`config.mk`:
```
export PLATFORM = sky130hd
export DESIGN_NAME = nkmd_cpu
export DESIGN_NICKNAME = d
export VERILOG_FILES = /design/src/verilog/nkmd_cpu_pkg.sv /design/src/verilog/nkmd_cpu.sv /design/src/verilog/nkmd_cpu_ex.sv /design/src/verilog/nkmd_cpu_mem.sv /design/src/verilog/nkmd_cpu_regfile.sv /design/src/verilog/nkmd_cpu_dcd.sv /design/src/verilog/nkmd_cpu_if.sv
export VERILOG_INCLUDE_DIRS = /design/src /design/src/include
export SDC_FILE = /design/constraint.sdc
export NUM_CORES = 2
export LEC_CHECK = 0
export BUFFER_PORTS_ARGS = -buffer_cell sky130_fd_sc_hd__buf_2
export CORE_MARGIN = 3
export CORE_UTILIZATION = 55
export DETAILED_ROUTE_END_ITERATION = 8
export PLACE_DENSITY_LB_ADDON = 0.15
export SYNTH_ARGS = -nofsm -noshare
export SYNTH_HDL_FRONTEND = slang
export SYNTH_SLANG_ARGS = --single-unit
```
`constraint.sdc`:
```
create_clock -name clk -period 10.5 [get_ports clk]
set_input_delay 2.1 -clock clk [delete_from_list [all_inputs] [get_ports clk]]
set_output_delay 2.1 -clock clk [all_outputs]
set_load 0.02 [all_outputs]
```
`src/include/nkmd_cpu_consts.svh`:
```
`ifndef NKMD_CPU_CONSTS_SVH
`define NKMD_CPU_CONSTS_SVH

// Datapath
`define CPU_XLEN 32
`define CPU_RESET_PC 32'h0000_0000

// Read-only register numbers, always read as zero
`define CPU_REG_RA 11
`define CPU_REG_PC 15

// Field widths
`define DCD_REGSEL_W 4
`define DCD_ALUSEL_W 3
`define DCD_CLASS_W 4
`define DCD_JMPREL_W 8

// Field positions in the instruction word
`define DCD_RS_LSB 17
`define DCD_RT_LSB 8
`define DCD_RD_LSB 24
`define DCD_ALUSEL_LSB 21
`define DCD_CLASS_LSB 28
`define DCD_IMM_SIGN 15
`define DCD_JMPREL_LSB 0

`endif
```
`src/verilog/nkmd_cpu_pkg.sv`:
```
`default_nettype none

`include "nkmd_cpu_consts.svh"

package nkmd_cpu_pkg;

    typedef logic [`DCD_REGSEL_W-1:0] regsel_t;

    // Any class value not listed here executes as a nop
    typedef enum logic [`DCD_CLASS_W-1:0] {
        CLS_ALU_RR = 4'd0,
        CLS_ALU_RI = 4'd1,
        CLS_LOAD   = 4'd2,
        CLS_STORE  = 4'd3,
        CLS_JNZ    = 4'd4
    } inst_class_e;

    typedef enum logic [`DCD_ALUSEL_W-1:0] {
        ALU_ADD    = 3'd0,
        ALU_SUB    = 3'd1,
        ALU_AND    = 3'd2,
        ALU_OR     = 3'd3,
        ALU_XOR    = 3'd4,
        ALU_SHL    = 3'd5,
        ALU_SHR    = 3'd6,
        ALU_PASS_B = 3'd7
    } alu_op_e;

    // Zero, ra and pc are hardwired to zero
    function automatic logic reg_writable(regsel_t sel);
        return (sel != regsel_t'(0)) &&
               (sel != regsel_t'(`CPU_REG_RA)) &&
               (sel != regsel_t'(`CPU_REG_PC));
    endfunction

endpackage

`default_nettype wire

```
`src/verilog/nkmd_cpu.sv`:
```
`default_nettype none
`timescale 1ns/1ps

`include "nkmd_cpu_consts.svh"

module nkmd_cpu (
    input  wire logic                 clk,
    input  wire logic                 rst,

    // Bus P: program ROM
    input  wire logic [`CPU_XLEN-1:0] p_data_i,
    output logic      [`CPU_XLEN-1:0] p_addr_o,

    // Bus R: RAM and memory-mapped I/O
    input  wire logic [`CPU_XLEN-1:0] r_data_i,
    output logic      [`CPU_XLEN-1:0] r_data_o,
    output logic      [`CPU_XLEN-1:0] r_addr_o,
    output logic                      r_we_o
);

    // Fetch to decode
    logic [`CPU_XLEN-1:0]      if_inst;
    logic [`CPU_XLEN-1:0]      if_pc;
    logic                      if_valid;

    // Decode to regfile and memory stage
    nkmd_cpu_pkg::regsel_t     dcd_rssel;
    nkmd_cpu_pkg::regsel_t     dcd_rtsel;
    nkmd_cpu_pkg::regsel_t     dcd_rdsel;
    nkmd_cpu_pkg::inst_class_e dcd_class;
    nkmd_cpu_pkg::alu_op_e     dcd_alusel;
    logic [`CPU_XLEN-1:0]      dcd_imm;
    logic [`CPU_XLEN-1:0]      dcd_jmprel;
    logic [`CPU_XLEN-1:0]      dcd_pc;
    logic                      dcd_valid;

    // Regfile to memory stage
    logic [`CPU_XLEN-1:0]      rf_rsval;
    logic [`CPU_XLEN-1:0]      rf_rtval;

    // Memory stage to execute
    logic [`CPU_XLEN-1:0]      mem_rsval;
    logic [`CPU_XLEN-1:0]      mem_rtval;
    nkmd_cpu_pkg::regsel_t     mem_rdsel;
    nkmd_cpu_pkg::inst_class_e mem_class;
    nkmd_cpu_pkg::alu_op_e     mem_alusel;
    logic [`CPU_XLEN-1:0]      mem_imm;
    logic [`CPU_XLEN-1:0]      mem_jmprel;
    logic [`CPU_XLEN-1:0]      mem_pc;
    logic                      mem_valid;

    // Execute results, write back and redirect
    logic                      ex_we;
    nkmd_cpu_pkg::regsel_t     ex_wsel;
    logic [`CPU_XLEN-1:0]      ex_wdata;
    logic                      ex_redirect;
    logic [`CPU_XLEN-1:0]      ex_redirect_pc;

    nkmd_cpu_if i_if (
        .clk           (clk),
        .rst           (rst),
        .p_data_i      (p_data_i),
        .p_addr_o      (p_addr_o),
        .redirect_i    (ex_redirect),
        .redirect_pc_i (ex_redirect_pc),
        .inst_o        (if_inst),
        .pc_o          (if_pc),
        .valid_o       (if_valid)
    );

    nkmd_cpu_dcd i_dcd (
        .clk      (clk),
        .rst      (rst),
        .inst_i   (if_inst),
        .pc_i     (if_pc),
        .valid_i  (if_valid),
        .flush_i  (ex_redirect),
        .rssel_o  (dcd_rssel),
        .rtsel_o  (dcd_rtsel),
        .rdsel_o  (dcd_rdsel),
        .class_o  (dcd_class),
        .alusel_o (dcd_alusel),
        .imm_o    (dcd_imm),
        .jmprel_o (dcd_jmprel),
        .pc_o     (dcd_pc),
        .valid_o  (dcd_valid)
    );

    nkmd_cpu_regfile i_regfile (
        .clk     (clk),
        .rst     (rst),
        .rssel_i (dcd_rssel),
        .rtsel_i (dcd_rtsel),
        .rsval_o (rf_rsval),
        .rtval_o (rf_rtval),
        .we_i    (ex_we),
        .wsel_i  (ex_wsel),
        .wdata_i (ex_wdata)
    );

    nkmd_cpu_mem i_mem (
        .clk        (clk),
        .rst        (rst),
        .rssel_i    (dcd_rssel),
        .rtsel_i    (dcd_rtsel),
        .rdsel_i    (dcd_rdsel),
        .class_i    (dcd_class),
        .alusel_i   (dcd_alusel),
        .imm_i      (dcd_imm),
        .jmprel_i   (dcd_jmprel),
        .pc_i       (dcd_pc),
        .valid_i    (dcd_valid),
        .rsval_i    (rf_rsval),
        .rtval_i    (rf_rtval),
        .fwd_we_i   (ex_we),
        .fwd_sel_i  (ex_wsel),
        .fwd_data_i (ex_wdata),
        .flush_i    (ex_redirect),
        .r_addr_o   (r_addr_o),
        .r_data_o   (r_data_o),
        .r_we_o     (r_we_o),
        .rsval_o    (mem_rsval),
        .rtval_o    (mem_rtval),
        .rdsel_o    (mem_rdsel),
        .class_o    (mem_class),
        .alusel_o   (mem_alusel),
        .imm_o      (mem_imm),
        .jmprel_o   (mem_jmprel),
        .pc_o       (mem_pc),
        .valid_o    (mem_valid)
    );

    nkmd_cpu_ex i_ex (
        .rsval_i       (mem_rsval),
        .rtval_i       (mem_rtval),
        .rdsel_i       (mem_rdsel),
        .class_i       (mem_class),
        .alusel_i      (mem_alusel),
        .imm_i         (mem_imm),
        .jmprel_i      (mem_jmprel),
        .pc_i          (mem_pc),
        .valid_i       (mem_valid),
        .r_data_i      (r_data_i),
        .rf_we_o       (ex_we),
        .rf_wsel_o     (ex_wsel),
        .rf_wdata_o    (ex_wdata),
        .redirect_o    (ex_redirect),
        .redirect_pc_o (ex_redirect_pc)
    );

endmodule

`default_nettype wire

```
`src/verilog/nkmd_cpu_ex.sv`:
```
`default_nettype none
`timescale 1ns/1ps

`include "nkmd_cpu_consts.svh"

module nkmd_cpu_ex (
    input  wire logic        [`CPU_XLEN-1:0] rsval_i,
    input  wire logic        [`CPU_XLEN-1:0] rtval_i,
    input  wire nkmd_cpu_pkg::regsel_t       rdsel_i,
    input  wire nkmd_cpu_pkg::inst_class_e   class_i,
    input  wire nkmd_cpu_pkg::alu_op_e       alusel_i,
    input  wire logic        [`CPU_XLEN-1:0] imm_i,
    input  wire logic        [`CPU_XLEN-1:0] jmprel_i,
    input  wire logic        [`CPU_XLEN-1:0] pc_i,
    input  wire logic                        valid_i,

    // Bus R read data for a load issued last cycle
    input  wire logic        [`CPU_XLEN-1:0] r_data_i,

    // Write back
    output logic                             rf_we_o,
    output nkmd_cpu_pkg::regsel_t            rf_wsel_o,
    output logic             [`CPU_XLEN-1:0] rf_wdata_o,

    // Taken jump, also flushes the younger stages
    output logic                             redirect_o,
    output logic             [`CPU_XLEN-1:0] redirect_pc_o
);

    localparam int unsigned SHAMT_W = $clog2(`CPU_XLEN);

    logic [`CPU_XLEN-1:0] opb;
    logic [`CPU_XLEN-1:0] alu_res;

    always_comb begin
        opb = (class_i == nkmd_cpu_pkg::CLS_ALU_RI) ? imm_i : rtval_i;
        case (alusel_i)
            nkmd_cpu_pkg::ALU_ADD:    alu_res = rsval_i + opb;
            nkmd_cpu_pkg::ALU_SUB:    alu_res = rsval_i - opb;
            nkmd_cpu_pkg::ALU_AND:    alu_res = rsval_i & opb;
            nkmd_cpu_pkg::ALU_OR:     alu_res = rsval_i | opb;
            nkmd_cpu_pkg::ALU_XOR:    alu_res = rsval_i ^ opb;
            nkmd_cpu_pkg::ALU_SHL:    alu_res = rsval_i << opb[SHAMT_W-1:0];
            nkmd_cpu_pkg::ALU_SHR:    alu_res = rsval_i >> opb[SHAMT_W-1:0];
            nkmd_cpu_pkg::ALU_PASS_B: alu_res = opb;
            default:                  alu_res = opb;
        endcase
    end

    // rd is already zero for classes with no write back
    assign rf_we_o    = valid_i && (rdsel_i != '0);
    assign rf_wsel_o  = rdsel_i;
    assign rf_wdata_o = (class_i == nkmd_cpu_pkg::CLS_LOAD) ? r_data_i : alu_res;

    assign redirect_o    = valid_i && (class_i == nkmd_cpu_pkg::CLS_JNZ) && (rsval_i != '0);
    // Relative to the jump's own address
    assign redirect_pc_o = pc_i + jmprel_i;

endmodule

`default_nettype wire

```
`src/verilog/nkmd_cpu_mem.sv`:
```
`default_nettype none
`timescale 1ns/1ps

`include "nkmd_cpu_consts.svh"

module nkmd_cpu_mem (
    input  wire logic                        clk,
    input  wire logic                        rst,

    // From decode, one cycle ahead of the regfile values
    input  wire nkmd_cpu_pkg::regsel_t       rssel_i,
    input  wire nkmd_cpu_pkg::regsel_t       rtsel_i,
    input  wire nkmd_cpu_pkg::regsel_t       rdsel_i,
    input  wire nkmd_cpu_pkg::inst_class_e   class_i,
    input  wire nkmd_cpu_pkg::alu_op_e       alusel_i,
    input  wire logic        [`CPU_XLEN-1:0] imm_i,
    input  wire logic        [`CPU_XLEN-1:0] jmprel_i,
    input  wire logic        [`CPU_XLEN-1:0] pc_i,
    input  wire logic                        valid_i,

    input  wire logic        [`CPU_XLEN-1:0] rsval_i,
    input  wire logic        [`CPU_XLEN-1:0] rtval_i,

    // Result retiring in execute this cycle
    input  wire logic                        fwd_we_i,
    input  wire nkmd_cpu_pkg::regsel_t       fwd_sel_i,
    input  wire logic        [`CPU_XLEN-1:0] fwd_data_i,
    input  wire logic                        flush_i,

    // Bus R
    output logic             [`CPU_XLEN-1:0] r_addr_o,
    output logic             [`CPU_XLEN-1:0] r_data_o,
    output logic                             r_we_o,

    // To execute
    output logic             [`CPU_XLEN-1:0] rsval_o,
    output logic             [`CPU_XLEN-1:0] rtval_o,
    output nkmd_cpu_pkg::regsel_t            rdsel_o,
    output nkmd_cpu_pkg::inst_class_e        class_o,
    output nkmd_cpu_pkg::alu_op_e            alusel_o,
    output logic             [`CPU_XLEN-1:0] imm_o,
    output logic             [`CPU_XLEN-1:0] jmprel_o,
    output logic             [`CPU_XLEN-1:0] pc_o,
    output logic                             valid_o
);

    // Register-read stage, waits for the regfile values
    nkmd_cpu_pkg::regsel_t     rr_rssel_ff;
    nkmd_cpu_pkg::regsel_t     rr_rtsel_ff;
    nkmd_cpu_pkg::regsel_t     rr_rdsel_ff;
    nkmd_cpu_pkg::inst_class_e rr_class_ff;
    nkmd_cpu_pkg::alu_op_e     rr_alusel_ff;
    logic [`CPU_XLEN-1:0]      rr_imm_ff;
    logic [`CPU_XLEN-1:0]      rr_jmprel_ff;
    logic [`CPU_XLEN-1:0]      rr_pc_ff;
    logic                      rr_valid_ff;

    logic [`CPU_XLEN-1:0]      rs_fwd;
    logic [`CPU_XLEN-1:0]      rt_fwd;

    always_ff @(posedge clk) begin
        rr_rssel_ff  <= rssel_i;
        rr_rtsel_ff  <= rtsel_i;
        rr_rdsel_ff  <= rdsel_i;
        rr_class_ff  <= class_i;
        rr_alusel_ff <= alusel_i;
        rr_imm_ff    <= imm_i;
        rr_jmprel_ff <= jmprel_i;
        rr_pc_ff     <= pc_i;
    end

    // Only the immediately older instruction can still be in flight
    assign rs_fwd = (fwd_we_i && (fwd_sel_i == rr_rssel_ff) && (rr_rssel_ff != '0)) ?
                    fwd_data_i : rsval_i;
    assign rt_fwd = (fwd_we_i && (fwd_sel_i == rr_rtsel_ff) && (rr_rtsel_ff != '0)) ?
                    fwd_data_i : rtval_i;

    assign r_addr_o = rs_fwd;
    assign r_data_o = rt_fwd;
    assign r_we_o   = rr_valid_ff && (rr_class_ff == nkmd_cpu_pkg::CLS_STORE) && !flush_i;

    always_ff @(posedge clk) begin
        if (rst) begin
            rr_valid_ff <= 1'b0;
            valid_o     <= 1'b0;
        end else begin
            rr_valid_ff <= valid_i && !flush_i;
            valid_o     <= rr_valid_ff && !flush_i;
        end
    end

    always_ff @(posedge clk) begin
        rsval_o  <= rs_fwd;
        rtval_o  <= rt_fwd;
        rdsel_o  <= rr_rdsel_ff;
        class_o  <= rr_class_ff;
        alusel_o <= rr_alusel_ff;
        imm_o    <= rr_imm_ff;
        jmprel_o <= rr_jmprel_ff;
        pc_o     <= rr_pc_ff;
    end

endmodule

`default_nettype wire

```
`src/verilog/nkmd_cpu_regfile.sv`:
```
`default_nettype none
`timescale 1ns/1ps

`include "nkmd_cpu_consts.svh"

module nkmd_cpu_regfile (
    input  wire logic                  clk,
    input  wire logic                  rst,

    // Read ports, one cycle latency
    input  wire nkmd_cpu_pkg::regsel_t rssel_i,
    input  wire nkmd_cpu_pkg::regsel_t rtsel_i,
    output logic       [`CPU_XLEN-1:0] rsval_o,
    output logic       [`CPU_XLEN-1:0] rtval_o,

    // Write port from execute
    input  wire logic                  we_i,
    input  wire nkmd_cpu_pkg::regsel_t wsel_i,
    input  wire logic  [`CPU_XLEN-1:0] wdata_i
);

    localparam int unsigned GPR_LAST = `CPU_REG_PC - 1;

    // Entry for ra is never written and never read
    logic [`CPU_XLEN-1:0] gpr_ff [1:GPR_LAST];

    function automatic logic [`CPU_XLEN-1:0] read_port(nkmd_cpu_pkg::regsel_t sel);
        logic [`CPU_XLEN-1:0] val;
        if (!nkmd_cpu_pkg::reg_writable(sel)) begin
            val = '0;
        end else if (we_i && (wsel_i == sel)) begin
            // Write-through of the value retiring this cycle
            val = wdata_i;
        end else begin
            val = gpr_ff[sel];
        end
        return val;
    endfunction

    always_ff @(posedge clk) begin
        if (rst) begin
            for (int i = 1; i <= GPR_LAST; i++) begin
                gpr_ff[i] <= '0;
            end
        end else if (we_i && nkmd_cpu_pkg::reg_writable(wsel_i)) begin
            gpr_ff[wsel_i] <= wdata_i;
        end
    end

    always_ff @(posedge clk) begin
        rsval_o <= read_port(rssel_i);
        rtval_o <= read_port(rtsel_i);
    end

endmodule

`default_nettype wire

```
`src/verilog/nkmd_cpu_dcd.sv`:
```
`default_nettype none
`timescale 1ns/1ps

`include "nkmd_cpu_consts.svh"

module nkmd_cpu_dcd (
    input  wire logic                 clk,
    input  wire logic                 rst,

    input  wire logic [`CPU_XLEN-1:0] inst_i,
    input  wire logic [`CPU_XLEN-1:0] pc_i,
    input  wire logic                 valid_i,
    input  wire logic                 flush_i,

    output nkmd_cpu_pkg::regsel_t     rssel_o,
    output nkmd_cpu_pkg::regsel_t     rtsel_o,
    output nkmd_cpu_pkg::regsel_t     rdsel_o,
    output nkmd_cpu_pkg::inst_class_e class_o,
    output nkmd_cpu_pkg::alu_op_e     alusel_o,
    output logic      [`CPU_XLEN-1:0] imm_o,
    output logic      [`CPU_XLEN-1:0] jmprel_o,
    output logic      [`CPU_XLEN-1:0] pc_o,
    output logic                      valid_o
);

    nkmd_cpu_pkg::inst_class_e cls;
    nkmd_cpu_pkg::regsel_t     rd;
    logic                      reads_rt;
    logic                      writes_rd;

    always_comb begin
        cls = nkmd_cpu_pkg::inst_class_e'(inst_i[`DCD_CLASS_LSB +: `DCD_CLASS_W]);
        rd  = inst_i[`DCD_RD_LSB +: `DCD_REGSEL_W];
        reads_rt  = (cls == nkmd_cpu_pkg::CLS_ALU_RR) || (cls == nkmd_cpu_pkg::CLS_STORE);
        writes_rd = (cls == nkmd_cpu_pkg::CLS_ALU_RR) ||
                    (cls == nkmd_cpu_pkg::CLS_ALU_RI) ||
                    (cls == nkmd_cpu_pkg::CLS_LOAD);
    end

    always_ff @(posedge clk) begin
        if (rst) begin
            valid_o <= 1'b0;
        end else begin
            valid_o <= valid_i && !flush_i;
        end
    end

    always_ff @(posedge clk) begin
        rssel_o  <= inst_i[`DCD_RS_LSB +: `DCD_REGSEL_W];
        rtsel_o  <= reads_rt ? inst_i[`DCD_RT_LSB +: `DCD_REGSEL_W] : '0;
        // rd of zero means no write back, also for ra and pc targets
        rdsel_o  <= (writes_rd && nkmd_cpu_pkg::reg_writable(rd)) ? rd : '0;
        class_o  <= cls;
        alusel_o <= nkmd_cpu_pkg::alu_op_e'(inst_i[`DCD_ALUSEL_LSB +: `DCD_ALUSEL_W]);
        imm_o    <= {{(`CPU_XLEN - `DCD_IMM_SIGN){inst_i[`DCD_IMM_SIGN]}},
                     inst_i[`DCD_IMM_SIGN-1:0]};
        jmprel_o <= {{(`CPU_XLEN - `DCD_JMPREL_W){inst_i[`DCD_JMPREL_LSB + `DCD_JMPREL_W - 1]}},
                     inst_i[`DCD_JMPREL_LSB +: `DCD_JMPREL_W]};
        pc_o     <= pc_i;
    end

endmodule

`default_nettype wire

```
`src/verilog/nkmd_cpu_if.sv`:
```
`default_nettype none
`timescale 1ns/1ps

`include "nkmd_cpu_consts.svh"

module nkmd_cpu_if (
    input  wire logic                 clk,
    input  wire logic                 rst,

    // Bus P
    input  wire logic [`CPU_XLEN-1:0] p_data_i,
    output logic      [`CPU_XLEN-1:0] p_addr_o,

    input  wire logic                 redirect_i,
    input  wire logic [`CPU_XLEN-1:0] redirect_pc_i,

    output logic      [`CPU_XLEN-1:0] inst_o,
    output logic      [`CPU_XLEN-1:0] pc_o,
    output logic                      valid_o
);

    logic [`CPU_XLEN-1:0] pc_ff;
    logic [`CPU_XLEN-1:0] fetch_pc_ff;
    logic                 valid_ff;

    // Word addressed, one instruction per cycle
    always_ff @(posedge clk) begin
        if (rst) begin
            pc_ff    <= `CPU_RESET_PC;
            valid_ff <= 1'b0;
        end else begin
            pc_ff    <= redirect_i ? redirect_pc_i : pc_ff + `CPU_XLEN'(1);
            // Word issued during a redirect comes back stale
            valid_ff <= !redirect_i;
        end
    end

    // Address of the fetch now in flight on bus P
    always_ff @(posedge clk) begin
        fetch_pc_ff <= pc_ff;
    end

    assign p_addr_o = pc_ff;
    assign inst_o   = p_data_i;
    assign pc_o     = fetch_pc_ff;
    assign valid_o  = valid_ff;

endmodule

`default_nettype wire

```
==> run summary <==
Maximum number of pins on one net before global-route repair: 71
Category of cells accounting for the largest share of critical-path delay: simple AND/OR/NAND/NOR gates
Slew at the pin closest to its max-slew limit: 1480 ps
Violated checks: max-capacitance violations, max-slew violations
Final number of setup-violating endpoints: 0
DRT iter0 DRCs: 4611
Peak ir drop on the vdd network: 0.150 mV
Unrepaired setup endpoints after global routing: false
Total global routing overflow: 0
Met3 track demand over resource in global routing: 8.98%
Top-level I/O count: 163
Startpoint type of the worst setup path: register
Most instantiated flip-flop cell in the synthesis netlist: edfxtp_1
Worst setup path category: reg -> out
Final HPWL from detailed placement: 105000 um
Status: finished with violations
Peak Freq: 0.101 GHz
Met2 demand-to-capacity share in global routing: 55.2%
WL per Instance: 29.8 um
Post-synthesis async set-or-reset flop share: 0%
Final Instance Area: 52300 um^2
Total negative slack for setup checks: 0 ps
Insertion delay to the later sink of the worst-skew pair: 700 ps
Horizontal die dimension: 298 um
CTS clk-pin slew, worst paths: 60 ps
Clock tree from TritonCTS: yes
Path class of the lowest-slack min-delay path: reg -> reg
Max_cap viols: 1
Critical Path Max Stage Delay: 1050 ps
Longest Clk Path Bufs: 3
Total vias in the final route: 35700
Post-synthesis cell count: 4006
Mean Syn Cell Area: 11.7 um^2
Synth unique cells: 98
# port buffers: 161
Remaining antenna violation count: 0
Drc violations: 0
Register area: 23200 um^2
Count of buffering cells on the critical path with inverters included: 1
Endpoint required time on the critical path: 8400 ps
CTS root buf: clkbuf_16
Footprint of the multi-input gates: 22300 um^2
P per Cell Area: 190 nW/um^2
Number of clock sinks: 901
Pre-Repair DR Iteration Count: 6
Most Used Layer, Global Route: met2
Fillers: 6711
Number of hold buffers added after CTS: 0
Global-route usage over all layers: 35.9%
Crit end category: output port
Arr. time, crit path: 7830 ps
Utilization after layout: 62.3%
Worst-path cell chain: or4b_2, mux2i_4, ha_1, o2111a_1, and2_1, nand3_1, or3_1, o21ai_0, xnor2_1, ha_1, nand4_1, nor4_1, nor4bb_1, a311o_1, nor3_1, nand3b_1, a41o_1, o21ai_0, buf_2
Leakage: 19.9 nW
DIE AREA: 88600 um^2
Number of flops mapped to enable cells by yosys: 512
Leading cell type in the layout, fill and taps excluded: nor2_1
Number of antenna violations at the first check in global routing: 7
Minimum clock period: 9930 ps
Share of synthesized area occupied by flip-flops and latches: 49.5%
Worst-path maximum fanout: 18
Clock buffers created by TritonCTS: 95
Summed instance area of the synthesized netlist: 46800 um^2
Final Slew Violations: 1
Initial standard-cell utilization of the core: 55.7%
Std-Cell Rows: 106
Worst hold slack: 286 ps
Net count, final: 4369
Post-CTS Resized: 0
Synthesis-to-layout area growth: 11.8%
Hold violation total from the final report: 0
Placed Instance Area: 49100 um^2
Met1 layer usage reported by global route: 46.9%
Setup Fix Bufs, Post-CTS: 0
Final WL: 160000 um
Deepest level of the CTS H-tree: 3
Share of layout cells above drive strength 1: 20.6%
Die height: 298 um
Max-Slew Margin vs Limit: -1.35%
RePlAce Congestion: 1.03
Post-detailed-route via-to-cell ratio: 6.62
Period Utilization, post-route: 94.6%
Number of global-route vias before repair: 34600
Most frequent cells in the layout: 581 x nor2_1, 512 x edfxtp_1, 381 x dfxtp_1
Power after layout: 9.94 mW
Worst-case clock skew: 59.2 ps
Global-route wire length before repair: 233000 um
Synth warnings: 0
Core region area: 84000 um^2
CP max-delay cell: or4b_2
Synthesized flop and latch total: 901
[worst paths after layout]
check | startpoint | end | slack [ps] | cells past startpoint
setup reg to reg | i_mem.class_o[1] | i_regfile.gpr_ff[10][30] | 3380 | 20
hold reg to reg | i_mem.rr_pc_ff[31] | i_mem.pc_o[31] | 290 | 0
hold / removal | i_mem.rr_pc_ff[31] | i_mem.pc_o[31] | 290 | 0
setup / recovery | i_mem.class_o[1] | r_data_o[26] | 570 | 19
[power by group]
part	switching, mW	total [mW]	internal, mW	leakage (nW)
combinational	1.56	2.39	0.831	9.86
sequential	0.193	4.15	3.95	8.45
clock	1.47	3.40	1.92	1.55
total	3.23	9.94	6.71	19.9
[Yosys cell counts, drive strengths merged (7+ instances only)]
master | count | area (um^2)
a2111oi | 8 | 88.8
a211o | 16 | 140
a211oi | 72 | 546
a21o | 35 | 263
a21oi | 183 | 920
a221oi | 11 | 114
a22o | 7 | 61.3
a22oi | 31 | 233
a311oi | 13 | 114
a31oi | 42 | 269
and2 | 32 | 200
and3 | 19 | 119
buf | 110 | 594
clkbuf | 197 | 739
dfxtp | 389 | 7790
edfxtp | 512 | 15400
ha | 129 | 1610
inv | 115 | 432
mux2 | 11 | 124
mux2i | 60 | 621
mux4 | 341 | 7680
nand2 | 294 | 1100
nand2b | 54 | 338
nand3 | 51 | 255
nand3b | 8 | 60.1
nand4 | 23 | 144
nor2 | 581 | 2180
nor2b | 25 | 156
nor3 | 72 | 365
nor4 | 27 | 169
o2111ai | 7 | 61.3
o211ai | 35 | 263
o21a | 26 | 195
o21ai | 178 | 906
o221ai | 10 | 87.6
o22ai | 18 | 144
o31ai | 15 | 118
o41ai | 14 | 160
or2 | 11 | 68.8
or3 | 16 | 100
xnor2 | 79 | 692
xor2 | 31 | 272
[per-stage QoR]
step | setup WS, ps | cells
final | 567 | 5389
after global routing | 202 | 5385
after floorplan | 2530 | 4101
after CTS | 789 | 5383
after global placement | 1540 | 5209
after detailed placement | 1500 | 5209
[final cells by class]
| class | count | share of cell area (%) |
|---|---|---|
| antenna | 6 | 0.0287 |
| clock buffer | 123 | 4.99 |
| clock inverter | 51 | 1.11 |
| inverter | 118 | 0.847 |
| multi-input combinational | 2775 | 42.7 |
| sequential | 901 | 44.3 |
| tap | 1134 | 2.71 |
| timing repair buffer | 281 | 3.27 |
[logic make-up (layout without fill, tap and decap cells)]
| kind of cell | Yosys count | after routing | synth area share, % |
|---|---|---|---|
| AND/OR/NAND/NOR | 1235 | 1235 | 11.7 |
| flip-flops | 901 | 901 | 49.5 |
| AO/OA/AOI/OAI | 791 | 791 | 11.4 |
| buffers and inverters | 425 | 573 | 3.80 |
| multiplexers | 412 | 412 | 18.0 |
| adder cells (fa/ha/maj) | 131 | 131 | 3.54 |
| XOR/XNOR | 110 | 110 | 2.06 |
| other | 1 | 102 | 0.00801 |
[flip-flops by register name, summed over array words and instances, names as in the netlist, 16 cells and up]
signal and flops:
i_mem.rsval_o 32, i_dcd.pc_o 32, i_regfile.rsval_o 32, i_regfile.gpr_ff 512
i_mem.rtval_o 32, i_regfile.rtval_o 32, i_mem.rr_imm_ff 16, i_if.pc_o 32
i_dcd.imm_o 16, i_mem.imm_o 16, i_mem.rr_pc_ff 32, i_mem.pc_o 32
i_if.p_addr_o 32
[per-layer routing]
metal / vias to the layer above / wire [um] / share of wire, %
met2: 2300 / 72300 / 45
met3: 517 / 18500 / 12
li1: 15300 / - / -
met5: - / 0 / 0
met4: 0 / 10300 / 6.4
met1: 17500 / 59300 / 37
Power figures use the tool's default switching activity.
